`config.mk`:
```
export PLATFORM = sky130hd
export DESIGN_NAME = bp_unit
export DESIGN_NICKNAME = d
export VERILOG_FILES = /design/src/hdl/bp_pkg.sv /design/src/hdl/bp_if.sv /design/src/hdl/bp_unit.sv /design/src/hdl/bp_resolve_stage.sv /design/src/hdl/pred_queue.sv /design/src/hdl/bp_predict_stage.sv /design/src/hdl/gshare_predictor.sv /design/src/hdl/branch_target_buffer.sv
export VERILOG_INCLUDE_DIRS = /design/src /design/src/hdl
export SDC_FILE = /design/constraint.sdc
export NUM_CORES = 2
export LEC_CHECK = 0
export ABC_AREA = 1
export BUFFER_PORTS_ARGS = -buffer_cell sky130_fd_sc_hd__buf_2
export CELL_PAD_IN_SITES_DETAIL_PLACEMENT = 1
export CELL_PAD_IN_SITES_GLOBAL_PLACEMENT = 1
export CORE_MARGIN = 4
export CORE_UTILIZATION = 56
export DETAILED_ROUTE_END_ITERATION = 6
export GPL_TIMING_DRIVEN = 0
export PLACE_DENSITY_LB_ADDON = 0.1
export SYNTH_ARGS = -nofsm -noshare
export SYNTH_HDL_FRONTEND = slang
export SYNTH_SLANG_ARGS = --single-unit
```
`constraint.sdc`:
```
create_clock -name clk -period 11.6 [get_ports clk]
set_input_delay 1.16 -clock clk [delete_from_list [all_inputs] [get_ports clk]]
set_output_delay 1.16 -clock clk [all_outputs]
set_load 0.05 [all_outputs]
```
`src/hdl/bp_consts.svh`:
```
// Table sizes, queue depth and RV32 opcodes for the branch predictor, included by RTL and package
`ifndef BP_CONSTS_SVH
`define BP_CONSTS_SVH

// Number of direct-mapped target buffer entries, a power of two
`define BP_BTB_ENTRIES 32

// Global history length, which is also the counter table index width
`define BP_GHR_BITS 5

// Number of in-flight predictions and the credits the predict stage starts with
`define BP_QUEUE_DEPTH 4

// RV32 base opcodes of control-flow instructions
`define BP_OP_BRANCH 7'b1100011
`define BP_OP_JAL 7'b1101111
`define BP_OP_JALR 7'b1100111

`endif
```
`src/hdl/bp_pkg.sv`:
```
// Vector types shared by all branch predictor stages, referenced by scoped names
`include "bp_consts.svh"

package bp_pkg;

    // Program counter or branch target, full RV32 width
    typedef logic [31:0] pc_t;

    // Major opcode field of an RV32 instruction
    typedef logic [6:0] op_t;

    // Target buffer index, taken from the PC bits just above the byte offset
    typedef logic [$clog2(`BP_BTB_ENTRIES)-1:0] btb_idx_t;

    // Global history register
    // The same width indexes the pattern history table
    typedef logic [`BP_GHR_BITS-1:0] ghr_t;

    // Two-bit saturating counter
    // MSB set means predict taken
    typedef logic [1:0] ctr_t;

    // Credit count, must hold every value from zero to the queue depth
    typedef logic [$clog2(`BP_QUEUE_DEPTH+1)-1:0] credit_t;

endpackage

```
`src/hdl/bp_if.sv`:
```
// Prediction and table update buses that link the predict, queue and resolve stages

// One prediction per cycle at most, plus a credit pulse flowing the other way
interface pred_if;

    logic            valid;
    bp_pkg::pc_t     pc;
    bp_pkg::ghr_t    pht_idx;
    logic            hit;
    logic            taken;
    bp_pkg::pc_t     target;
    logic            credit_return;

    // Side that issues predictions and gets credits back
    modport producer (
        output valid, pc, pht_idx, hit, taken, target,
        input  credit_return
    );

    // Receiving side of the queue, which hands a credit back per freed slot
    modport queue (
        input  valid, pc, pht_idx, hit, taken, target,
        output credit_return
    );

    // Resolve stage only looks at the head entry
    modport consumer (
        input valid, pc, pht_idx, hit, taken, target
    );

endinterface

// Table write commands from the resolve stage back to the lookup tables
interface update_if;

    logic            btb_we;
    bp_pkg::pc_t     btb_pc;
    bp_pkg::pc_t     btb_target;
    logic            btb_is_jump;
    logic            btb_is_branch;
    logic            pht_we;
    bp_pkg::ghr_t    pht_idx;
    logic            pht_inc;
    logic            hist_we;
    logic            hist_bit;

    modport source (
        output btb_we, btb_pc, btb_target, btb_is_jump, btb_is_branch,
        output pht_we, pht_idx, pht_inc, hist_we, hist_bit
    );

    modport sink (
        input btb_we, btb_pc, btb_target, btb_is_jump, btb_is_branch,
        input pht_we, pht_idx, pht_inc, hist_we, hist_bit
    );

endinterface

```
`src/hdl/bp_unit.sv`:
```
// Top level of the branch prediction unit, fed by fetch and execute through plain ports
module bp_unit (
    input  logic               clk,
    input  logic               reset_i,
    input  logic               fetch_valid_i,
    input  bp_pkg::pc_t        fetch_pc_i,
    output logic               fetch_ready_o,
    output logic               pred_valid_o,
    output logic               pred_taken_o,
    output bp_pkg::pc_t        pred_target_o,
    input  logic               res_valid_i,
    input  bp_pkg::op_t        res_op_i,
    input  logic               res_taken_i,
    input  bp_pkg::pc_t        res_target_i,
    output logic               redirect_valid_o,
    output logic               mispredict_o,
    output bp_pkg::pc_t        redirect_pc_o
);

    // Predict to queue, then queue head to resolve
    pred_if   issue_bus ();
    pred_if   head_bus ();
    update_if train_bus ();

    logic pop;

    bp_predict_stage u_predict (
        .clk           (clk),
        .reset_i       (reset_i),
        .fetch_valid_i (fetch_valid_i),
        .fetch_pc_i    (fetch_pc_i),
        .fetch_ready_o (fetch_ready_o),
        .pred          (issue_bus),
        .upd           (train_bus)
    );

    pred_queue u_queue (
        .clk     (clk),
        .reset_i (reset_i),
        .in      (issue_bus),
        .out     (head_bus),
        .pop_i   (pop)
    );

    bp_resolve_stage u_resolve (
        .res_valid_i      (res_valid_i),
        .res_op_i         (res_op_i),
        .res_taken_i      (res_taken_i),
        .res_target_i     (res_target_i),
        .head             (head_bus),
        .pop_o            (pop),
        .upd              (train_bus),
        .redirect_valid_o (redirect_valid_o),
        .mispredict_o     (mispredict_o),
        .redirect_pc_o    (redirect_pc_o)
    );

    // Fetch sees each prediction as it enters the queue
    assign pred_valid_o  = issue_bus.valid;
    assign pred_taken_o  = issue_bus.taken;
    assign pred_target_o = issue_bus.target;

endmodule

```
`src/hdl/bp_resolve_stage.sv`:
```
// Resolve stage that checks execute outcomes against the queue head and trains the tables
`include "bp_consts.svh"

module bp_resolve_stage (
    input  logic               res_valid_i,
    input  bp_pkg::op_t        res_op_i,
    input  logic               res_taken_i,
    input  bp_pkg::pc_t        res_target_i,
    pred_if.consumer           head,
    output logic               pop_o,
    update_if.source           upd,
    output logic               redirect_valid_o,
    output logic               mispredict_o,
    output bp_pkg::pc_t        redirect_pc_o
);

    logic          resolve;
    logic          is_branch;
    logic          is_jump;
    logic          dir_wrong;
    logic          target_wrong;
    bp_pkg::pc_t   seq_pc;

    // Only act while an unresolved prediction is waiting
    assign resolve = res_valid_i && head.valid;

    assign is_branch = (res_op_i == `BP_OP_BRANCH);
    assign is_jump   = (res_op_i == `BP_OP_JAL) || (res_op_i == `BP_OP_JALR);

    assign seq_pc = head.pc + 32'd4;

    // Direction error, or both taken but to different places
    assign dir_wrong    = (head.taken != res_taken_i);
    assign target_wrong = head.taken && res_taken_i && (head.target != res_target_i);

    assign pop_o            = resolve;
    assign redirect_valid_o = resolve;
    assign mispredict_o     = resolve && (dir_wrong || target_wrong);

    // Real next PC of the resolved instruction
    assign redirect_pc_o = res_taken_i ? res_target_i : seq_pc;

    // Counter and history train on conditional branches only
    assign upd.pht_we   = resolve && is_branch;
    assign upd.pht_idx  = head.pht_idx;
    assign upd.pht_inc  = res_taken_i;
    assign upd.hist_we  = resolve && is_branch;
    assign upd.hist_bit = res_taken_i;

    // Install or fix a target only when control actually left the sequential path
    always_comb begin
        upd.btb_we = 1'b0;
        if (resolve && res_taken_i && (is_branch || is_jump)) begin
            if (!head.hit || (head.target != res_target_i)) begin
                upd.btb_we = 1'b1;
            end
        end
    end

    assign upd.btb_pc        = head.pc;
    assign upd.btb_target    = res_target_i;
    assign upd.btb_is_jump   = is_jump;
    assign upd.btb_is_branch = is_branch;

endmodule

```
`src/hdl/pred_queue.sv`:
```
// In-order FIFO of in-flight predictions between the predict and resolve stages
`include "bp_consts.svh"

module pred_queue (
    input  logic        clk,
    input  logic        reset_i,
    pred_if.queue       in,
    pred_if.producer    out,
    input  logic        pop_i
);

    localparam int PTR_W = $clog2(`BP_QUEUE_DEPTH);

    bp_pkg::pc_t   pc_q     [`BP_QUEUE_DEPTH];
    bp_pkg::ghr_t  idx_q    [`BP_QUEUE_DEPTH];
    logic          hit_q    [`BP_QUEUE_DEPTH];
    logic          taken_q  [`BP_QUEUE_DEPTH];
    bp_pkg::pc_t   target_q [`BP_QUEUE_DEPTH];

    logic [PTR_W-1:0] head_q;
    logic [PTR_W-1:0] tail_q;
    bp_pkg::credit_t  count_q;
    logic             credit_q;

    // Wraps at the depth, which need not be a power of two
    function automatic logic [PTR_W-1:0] next_ptr(input logic [PTR_W-1:0] ptr);
        if (ptr == PTR_W'(`BP_QUEUE_DEPTH - 1)) begin
            return '0;
        end
        return ptr + 1'b1;
    endfunction

    // Credits guarantee a free slot on every push
    always_ff @(posedge clk) begin
        if (reset_i) begin
            head_q   <= '0;
            tail_q   <= '0;
            count_q  <= '0;
            credit_q <= 1'b0;
        end else begin
            if (in.valid) begin
                tail_q <= next_ptr(tail_q);
            end
            if (pop_i) begin
                head_q <= next_ptr(head_q);
            end
            if (in.valid && !pop_i) begin
                count_q <= count_q + 1'b1;
            end else if (!in.valid && pop_i) begin
                count_q <= count_q - 1'b1;
            end
            // Slot freed this cycle goes back as a credit one cycle later
            credit_q <= pop_i;
        end
    end

    always_ff @(posedge clk) begin
        if (in.valid) begin
            pc_q[tail_q]     <= in.pc;
            idx_q[tail_q]    <= in.pht_idx;
            hit_q[tail_q]    <= in.hit;
            taken_q[tail_q]  <= in.taken;
            target_q[tail_q] <= in.target;
        end
    end

    assign in.credit_return = credit_q;

    // Head entry is shown as soon as the queue holds anything
    assign out.valid   = (count_q != '0);
    assign out.pc      = pc_q[head_q];
    assign out.pht_idx = idx_q[head_q];
    assign out.hit     = hit_q[head_q];
    assign out.taken   = taken_q[head_q];
    assign out.target  = target_q[head_q];

endmodule

```
`src/hdl/bp_predict_stage.sv`:
```
// Predict stage that looks up each accepted fetch PC and issues a registered prediction
`include "bp_consts.svh"

module bp_predict_stage (
    input  logic               clk,
    input  logic               reset_i,
    input  logic               fetch_valid_i,
    input  bp_pkg::pc_t        fetch_pc_i,
    output logic               fetch_ready_o,
    pred_if.producer           pred,
    update_if.sink             upd
);

    logic             accept;
    logic             btb_hit;
    logic             btb_jump;
    logic             btb_branch;
    bp_pkg::pc_t      btb_target;
    bp_pkg::ghr_t     gs_idx;
    logic             gs_taken;
    logic             next_taken;
    bp_pkg::pc_t      next_target;

    // Issued prediction, held in registers for one cycle
    logic             valid_q;
    bp_pkg::pc_t      pc_q;
    bp_pkg::ghr_t     idx_q;
    logic             hit_q;
    logic             taken_q;
    bp_pkg::pc_t      target_q;

    // One credit per free queue slot
    bp_pkg::credit_t  credits_q;

    branch_target_buffer u_btb (
        .clk         (clk),
        .reset_i     (reset_i),
        .lookup_pc_i (fetch_pc_i),
        .hit_o       (btb_hit),
        .is_jump_o   (btb_jump),
        .is_branch_o (btb_branch),
        .target_o    (btb_target),
        .upd         (upd)
    );

    gshare_predictor u_gshare (
        .clk             (clk),
        .reset_i         (reset_i),
        .lookup_pc_i     (fetch_pc_i),
        .pht_idx_o       (gs_idx),
        .predict_taken_o (gs_taken),
        .upd             (upd)
    );

    assign fetch_ready_o = (credits_q != '0);
    assign accept        = fetch_valid_i && fetch_ready_o;

    // Jumps always go, branches follow the counter, anything unknown falls through
    always_comb begin
        if (btb_hit && btb_jump) begin
            next_taken  = 1'b1;
            next_target = btb_target;
        end else if (btb_hit && btb_branch) begin
            next_taken  = gs_taken;
            next_target = btb_target;
        end else begin
            next_taken  = 1'b0;
            next_target = fetch_pc_i + 32'd4;
        end
    end

    always_ff @(posedge clk) begin
        if (reset_i) begin
            valid_q <= 1'b0;
        end else begin
            valid_q <= accept;
        end
    end

    always_ff @(posedge clk) begin
        if (accept) begin
            pc_q     <= fetch_pc_i;
            idx_q    <= gs_idx;
            hit_q    <= btb_hit;
            taken_q  <= next_taken;
            target_q <= next_target;
        end
    end

    // A push and a returned credit in the same cycle cancel out
    always_ff @(posedge clk) begin
        if (reset_i) begin
            credits_q <= bp_pkg::credit_t'(`BP_QUEUE_DEPTH);
        end else if (accept && !pred.credit_return) begin
            credits_q <= credits_q - 1'b1;
        end else if (!accept && pred.credit_return) begin
            credits_q <= credits_q + 1'b1;
        end
    end

    assign pred.valid   = valid_q;
    assign pred.pc      = pc_q;
    assign pred.pht_idx = idx_q;
    assign pred.hit     = hit_q;
    assign pred.taken   = taken_q;
    assign pred.target  = target_q;

endmodule

```
`src/hdl/gshare_predictor.sv`:
```
// Gshare direction predictor holding the pattern history table and the global history
`include "bp_consts.svh"

module gshare_predictor (
    input  logic               clk,
    input  logic               reset_i,
    input  bp_pkg::pc_t        lookup_pc_i,
    output bp_pkg::ghr_t       pht_idx_o,
    output logic               predict_taken_o,
    update_if.sink             upd
);

    localparam int PHT_ENTRIES = 2 ** `BP_GHR_BITS;

    bp_pkg::ctr_t pht_q [PHT_ENTRIES];
    bp_pkg::ghr_t ghr_q;

    bp_pkg::ctr_t upd_cur;
    bp_pkg::ctr_t upd_next;

    // Low word-address bits hashed with the history
    assign pht_idx_o       = lookup_pc_i[`BP_GHR_BITS+1:2] ^ ghr_q;
    assign predict_taken_o = pht_q[pht_idx_o][1];

    // Saturating step of the counter being trained
    assign upd_cur = pht_q[upd.pht_idx];

    always_comb begin
        upd_next = upd_cur;
        if (upd.pht_inc) begin
            if (upd_cur != 2'b11) begin
                upd_next = upd_cur + 2'b01;
            end
        end else begin
            if (upd_cur != 2'b00) begin
                upd_next = upd_cur - 2'b01;
            end
        end
    end

    // All counters start weakly not taken
    always_ff @(posedge clk) begin
        if (reset_i) begin
            for (int i = 0; i < PHT_ENTRIES; i++) begin
                pht_q[i] <= 2'b01;
            end
        end else if (upd.pht_we) begin
            pht_q[upd.pht_idx] <= upd_next;
        end
    end

    // History moves only at resolution, newest outcome lands in the LSB
    always_ff @(posedge clk) begin
        if (reset_i) begin
            ghr_q <= '0;
        end else if (upd.hist_we) begin
            ghr_q <= {ghr_q[`BP_GHR_BITS-2:0], upd.hist_bit};
        end
    end

endmodule

```
`src/hdl/branch_target_buffer.sv`:
```
// Direct-mapped branch target buffer with full-PC tags, looked up by the predict stage
`include "bp_consts.svh"

module branch_target_buffer (
    input  logic               clk,
    input  logic               reset_i,
    input  bp_pkg::pc_t        lookup_pc_i,
    output logic               hit_o,
    output logic               is_jump_o,
    output logic               is_branch_o,
    output bp_pkg::pc_t        target_o,
    update_if.sink             upd
);

    localparam int IDX_W = $bits(bp_pkg::btb_idx_t);

    // Entry payload, only meaningful where the valid bit is set
    bp_pkg::pc_t tag_q    [`BP_BTB_ENTRIES];
    bp_pkg::pc_t target_q [`BP_BTB_ENTRIES];
    logic        jump_q   [`BP_BTB_ENTRIES];
    logic        branch_q [`BP_BTB_ENTRIES];

    // One valid bit per entry
    logic [`BP_BTB_ENTRIES-1:0] valid_q;

    bp_pkg::btb_idx_t rd_idx;
    bp_pkg::btb_idx_t wr_idx;

    // Instructions are word aligned so bits 1:0 are skipped
    assign rd_idx = lookup_pc_i[IDX_W+1:2];
    assign wr_idx = upd.btb_pc[IDX_W+1:2];

    // The whole PC is kept as tag, so aliasing PCs never hit each other
    assign hit_o       = valid_q[rd_idx] && (tag_q[rd_idx] == lookup_pc_i);
    assign is_jump_o   = jump_q[rd_idx];
    assign is_branch_o = branch_q[rd_idx];
    assign target_o    = target_q[rd_idx];

    // Valid bits clear on reset and set on each write
    always_ff @(posedge clk) begin
        if (reset_i) begin
            valid_q <= '0;
        end else if (upd.btb_we) begin
            valid_q[wr_idx] <= 1'b1;
        end
    end

    // A write replaces the whole entry at the resolved PC's index
    always_ff @(posedge clk) begin
        if (upd.btb_we) begin
            tag_q[wr_idx]    <= upd.btb_pc;
            target_q[wr_idx] <= upd.btb_target;
            jump_q[wr_idx]   <= upd.btb_is_jump;
            branch_q[wr_idx] <= upd.btb_is_branch;
        end
    end

endmodule

```
* Word-level counts from Yosys, hierarchy flattened
Memory sizes are Yosys's and may differ from the RTL's. A register that Yosys moved wholly into a read port is not among the register bits.
Cells that the tools add are included.
W data, S select, Z words.
** Word-level totals
- Bits of input ports :: 76
- RAM bits :: 2460
- Flip-flop bits (word level) :: 120
- Word-level logic and storage cells :: 127
- Output and inout bits :: 69
- Memories :: 10
** Memories
- u_predict.u_btb.tag_q :: depth 32, width 32, read ports 1, clocked after memory_dff 0, wr ports 1, RTL line branch_target_buffer.sv:18 : bp_pkg::pc_t tag_q [`BP_BTB_ENTRIES];
- u_predict.u_btb.target_q :: depth 32, width 32, read ports 1, clocked after memory_dff 0, wr ports 1, RTL line branch_target_buffer.sv:19 : bp_pkg::pc_t target_q [`BP_BTB_ENTRIES];
- u_queue.pc_q :: depth 4, width 32, read ports 1, clocked after memory_dff 1, wr ports 1, RTL line pred_queue.sv:14 : bp_pkg::pc_t pc_q [`BP_QUEUE_DEPTH];
- u_queue.target_q :: depth 4, width 32, read ports 1, clocked after memory_dff 1, wr ports 1, RTL line pred_queue.sv:18 : bp_pkg::pc_t target_q [`BP_QUEUE_DEPTH];
- u_predict.u_gshare.pht_q :: depth 32, width 2, read ports 2, clocked after memory_dff 0, wr ports 32, RTL line gshare_predictor.sv:15 : bp_pkg::ctr_t pht_q [PHT_ENTRIES];
- u_predict.u_btb.branch_q :: depth 32, width 1, read ports 1, clocked after memory_dff 0, wr ports 1, RTL line branch_target_buffer.sv:21 : logic branch_q [`BP_BTB_ENTRIES];
- +4 memories
** Operators by class
- Bitwise gates (word level) :: 2
- $add $sub $neg :: 10
- Muxes and demuxes :: 49
- Equal/unequal tests :: 9
- Reduce and logical (&&, ||, !) cells :: 31
- $lt $le $gt $ge :: 3
** Operators with widths (count)
- $mux W32 :: 3
- $add A32 B3 Y32 const B :: 2
- $mux W2 :: 18
- $eq A32 B32 Y1 :: 1
- $ne A32 B32 Y1 :: 1
- $or A32 B32 Y32 :: 1
- $eq A7 B7 Y1 const B :: 3
- $mux W1 :: 21
- $logic_and A1 B1 Y1 :: 16
- $lt A5 B6 Y1 const B :: 2
- $mux W3 :: 4
- $add A2 B1 Y2 const B :: 3
- $add A3 B1 Y3 const B :: 2
- $reduce_bool A2 Y1 :: 3
- $reduce_bool A3 Y1 :: 2
- $sub A3 B1 Y3 const B :: 2
- $bmux W1 S5 :: 1
- $demux W1 S5 :: 1
- $ge A5 B1 Y1 const B :: 1
- $logic_not A1 Y1 :: 5
- $mux W5 :: 1
- $xor A5 B5 Y5 :: 1
- $eq A2 B2 Y1 const B :: 2
- $logic_or A1 B1 Y1 :: 4
- 4 further kinds :: 4

* Depth between registers and ports, before layout
- Depth after elaboration :: 8
- Gate-level depth with buffers :: 24
- Depth with buffers taken out :: 22

* Hierarchy
From an unflattened synthesis, not the netlist that was laid out.
** Unflattened totals
- Cell total of the unflattened synthesis :: 8841
- Area, all modules :: 105814.0 um^2
** By module, submodules not included
- branch_target_buffer :: cells each 6749, area an instance 84837.6 um^2, times used 1, seq. area each 64061.4 um^2
- pred_queue :: cells each 748, area an instance 11009.3 um^2, times used 1, seq. area each 8728.4 um^2
- gshare_predictor :: cells each 554, area an instance 4108.9 um^2, times used 1, seq. area each 2021.9 um^2
- bp_predict_stage :: cells each 386, area an instance 3651.0 um^2, times used 1, seq. area each 2212.1 um^2
- bp_resolve_stage :: cells each 403, area an instance 2203.4 um^2, times used 1, seq. area each 0.0 um^2
- bp_unit :: cells each 1, area an instance 3.8 um^2, times used 1, seq. area each 0.0 um^2

* Worst setup path after synthesis
Ideal clock, no wire load.
- Path type :: in2reg
- Start point :: input res_op_i[6]
- End point :: memory u_predict.u_btb.branch_q[11], enable pin
- Setup time :: 0.491 ns
- Data required time :: 11.109 ns
- Arrival :: 6.773 ns
- Path buffers :: 0
- Slack :: 4.336 ns
- Stages on the path :: 10
- Path through :: nand2_1 nor2_1 inv_1 nor4_1 o21ai_0 nor2_1 nand2_1 inv_1 nand2_1 nor2_1
** Between the ends
- Elaborated cells between the ends (all ways) :: 9
- Classes of those cells :: 3 x eq/ne; 3 x mux; 3 x reduce/logical
** RTL lines
- start, declared :: RTL line bp_unit.sv:12 : input bp_pkg::op_t res_op_i,
- $eq A7 B7 Y1 (no line)
- named net train_bus.btb_is_branch :: RTL line bp_if.sv:40 : logic btb_is_branch;
- $logic_or A1 B1 Y1 :: RTL line bp_resolve_stage.sv:53 : if (resolve && res_taken_i && (is_branch || is_jump)) begin
- $logic_and A1 B1 Y1 :: RTL line bp_resolve_stage.sv:53
- $mux W1 :: RTL line bp_resolve_stage.sv:53
- $mux W1 :: RTL line branch_target_buffer.sv:50 : if (upd.btb_we) begin
- $mux W1 (implied by the code) :: RTL line branch_target_buffer.sv:54 : branch_q[wr_idx] <= upd.btb_is_branch;
- end, declared :: RTL line branch_target_buffer.sv:21
The timed path passes the listed nets, and every way through them passes these cells.

==> flow_metrics.tcl <==
set metrics [dict create \
    antenna_found_initial 30 \
    max-cap-violations 2 \
    fin_skew_ns 0.0632 \
    io_buffers 144 \
    cp_common_cell "nand2_1" \
    worstPathMaxFanout 34 \
    area_growth_pct 15.5 \
    hold-worst-slack_ns 0.400 \
    insertion_delay_ns 0.99 \
    drt-pass1-iter-count 7 \
    syn_nets 9010 \
    vdd_drop_max_mv 0.160 \
    start_kind "register" \
    drv_slew 34 \
    wl_per_cell_um 38.0 \
    cpMaxStageDelayCell "inv_2" \
    hold_start "fetch_pc_i[5]" \
    start_util_pct 56.2 \
    grt_pass1_wl_um 640000 \
    num_vias 83600 \
    seq_area_frac_synth_pct 73.0 \
    grt_max_degree 55 \
    via_per_inst 6.84 \
    synthArstFlopShare_pct 0 \
    synth_cells 8919 \
    grt_pass1_vias 85200 \
    fin_nets 9603 \
    fp.dieArea_sq_um 195000 \
    setup_viol 0 \
    cts_buffer_depth 4 \
    worstHoldPathCells 1 \
    worst_pin_slew_ns 1.51 \
    ys_types 53 \
    multiInputGateArea_sq_um 24900 \
    root_buffer "clkbuf_16" \
    overflow 0 \
    cts-resized-gates 0 \
    clk_pin_slew_worst_paths_ns 0.06 \
    synth_top_flop_cell "edfxtp_1" \
    cts_hold_buffers 0 \
    yosysWarningCount 0 \
    holdPathEnd "u_predict.pred.pc[5]$_DFFE_PP_" \
    worstPathRequired_ns 10.44 \
    die_w_um 442 \
    period_minus_slack_ns 7.83 \
    cts_tree "yes" \
    fmaxAchievable_mhz 128 \
    ant_nets 0 \
    io_pins 145 \
    dp_hpwl_um 313000 \
    cts_sinks 2582 \
    htree_levels 5 \
    grtUsageTotal_pct 46.8 \
    synthesis.area_sq_um 105000 \
    status "finished, violations left" \
    end_kind "output pin" \
    ff_latch_area_sq_um 77000 \
    relSlewSlack_pct -0.933 \
    p_per_area_nw_per_um2 202 \
    num_rows 159 \
    path_cells "inv_2, buf_2, buf_1, nand3_1, nand2_1, inv_2, ha_1, clkinv_1, nor2_1, nand3_1, nor2_1, nand2_1, inv_1, nand2_1, inv_1, nand2_1, nor2_1, nand2_1, xor2_1, nand2_1, o21ai_0, buf_2" \
    hold_path_class "in2reg" \
    final_hold_viol_count 0 \
    cts_buffers 287 \
    critical_path_class "reg2out" \
    rr_endpoint "u_predict.u_btb.target_q[1][26]$_DFFE_PP_" \
    p_leak_nw 43.2 \
    first_iter_violations 14600 \
    gp_congestion 0.983 \
    max_stage_delay_ns 0.84 \
    rsz0062_at_grt "false" \
    r2r_cells 17 \
    avgSynthCellArea_sq_um 11.8 \
    crit_arrival_ns 6.67 \
    fin_crit_sh_pct 67.5 \
    nFillCells 18600 \
    die_y_um 442 \
    drc 11 \
    coreArea_sq_um 188000 \
    synth-seq-cells 2582 \
    placed_area_sq_um 113000 \
    reg2reg_slack_ns 5.95 \
    violations "design-rule violations, max-capacitance violations, max-slew violations" \
    cts_setup_buffers 0 \
    routed_wl_um 465000 \
    final_area_sq_um 122000 \
    total_power_mw 24.6 \
    drive_gt1_share_pct 10.4 \
    synth_edf_count 2531 \
]
[cell usage in the layout, fill, tap and decap left out, types with 13 or more instances in the layout]
master and count:
buf_16 35, nor3_1 24, o21ai_0 826, o22ai_1 272
buf_1 28, o21ai_1 36, nand3_1 528, clkinv_1 73
dfxtp_1 51, buf_2 346, nand4_1 85, clkbuf_16 295
edfxtp_1 2531, inv_1 445, clkbuf_1 289, diode_2 29
clkinv_2 44, xnor2_1 13, buf_12 120, inv_2 17
nor2_4 35, ha_1 13, xor2_1 58, a21oi_1 239
nor2_1 1157, buf_4 36, a22oi_1 25, nand2_1 1905
o211ai_1 37
[metal layers]
metal	global-route usage [%]	vias up	share of wire (%)
li1	-	32600	-
met1	57.0	41500	33
met2	70.3	7425	44
met3	14.1	2047	14
met4	35.8	16	9.6
met5	0.488	-	0.062
[per-stage QoR]
step           setup WS (ns)  TNS (ns)  utilization [%]  std cells
5_1_grt                 3.66         0             64.9      12200
4_1_cts                 4.04         0             64.9      12200
6_report                3.77         0             64.9      12200
3_3_place_gp           -4.51  -8344.80             58.3      11600
3_5_place_dp            5.06         0             60.4      11700
2_1_floorplan           4.34         0                -       8919
[logic make-up (layout without fill, tap and decap cells)]
logic type / after synthesis / count (layout) / synth area share, %
buffers and inverters: 980 / 1770 / 3.94
adders and majority gates: 15 / 15 / 0.192
other: 0 / 29 / 0
DFF: 2582 / 2582 / 73.0
xor gates and xnor gates: 71 / 71 / 0.590
AOI/OAI and AO/OA: 1497 / 1497 / 7.78
and+or+nand+nor: 3774 / 3774 / 14.5
[synthesized netlist by cell type (all sizes together) (2+ instances only)]
master / n / area [sq um]
a21oi: 239 / 1200
a22o: 4 / 35.0
a22oi: 25 / 188
a32o: 7 / 70.1
a32oi: 11 / 111
a41oi: 7 / 61.3
buf: 275 / 1510
clkbuf: 232 / 871
clkinv: 4 / 16.3
dfxtp: 51 / 1020
edfxtp: 2531 / 76000
fa: 2 / 40.0
ha: 13 / 163
inv: 469 / 1760
nand2: 1909 / 7180
nand3: 530 / 2670
nand3b: 9 / 67.6
nand4: 87 / 557
nor2: 1196 / 4510
nor3: 28 / 166
nor4: 14 / 103
o211ai: 37 / 278
o21ai: 862 / 4310
o221ai: 8 / 70.1
o22ai: 285 / 1780
o31ai: 5 / 37.5
o41ai: 2 / 17.5
xnor2: 13 / 114
xor2: 58 / 508
[cell type report]
type	count	share of cell area, %
clock inverters	128	0.644
flip-flops and latches	2582	63.2
multi-input cells	5357	20.4
inverters	473	1.47
plain buffers	507	1.96
well taps	2495	2.56
repair buffers	304	3.39
clock buffers	358	6.29
diodes	29	0.0596
[sequential cells by signal (all words and copies together) (netlist names), 20 cells and up, named ones only]
name / flops
u_queue.pc_q: 128
u_predict.u_btb.target_q: 1024
u_predict.pred.target: 32
u_predict.u_gshare.pht_q: 64
u_predict.u_btb.jump_q: 32
u_predict.pred.pc: 32
u_predict.u_btb.tag_q: 1024
u_queue.idx_q: 20
u_predict.u_btb.branch_q: 32
u_predict.u_btb.valid_q: 32
u_queue.target_q: 128
[where the power goes]
group / internal, mW / leakage [nW] / switching, mW
sequential: 11.0 / 23.3 / 0.0902
clock: 4.83 / 4.14 / 3.78
combinational: 1.06 / 15.8 / 3.84
[how the worst max path moves through the flow]
stage	start	end	cells after the start
final	register	redirect_pc_o[26]	22
after global routing	register	redirect_pc_o[26]	22
after CTS	register	redirect_pc_o[26]	22
after detailed placement	register	redirect_pc_o[26]	22
after global placement	res_op_i[6]	u_predict.u_btb.target_q[8][4]$_DFFE_PP_	11
after floorplan	res_op_i[6]	u_predict.u_btb.branch_q[11]$_DFFE_PP_	10
[critical path: cells and delay by family, from the launching register on]
kind / cells / cell delay [ns]
adders and majority gates: 1 / 0.33
buffers and inverters: 8 / 2.51
DFF: 1 / 0.49
AOI/OAI and AO/OA: 1 / 0.22
xor gates and xnor gates: 1 / 0.14
and+or+nand+nor: 11 / 2.04
Note: power is estimated with default switching activity, not from simulation.
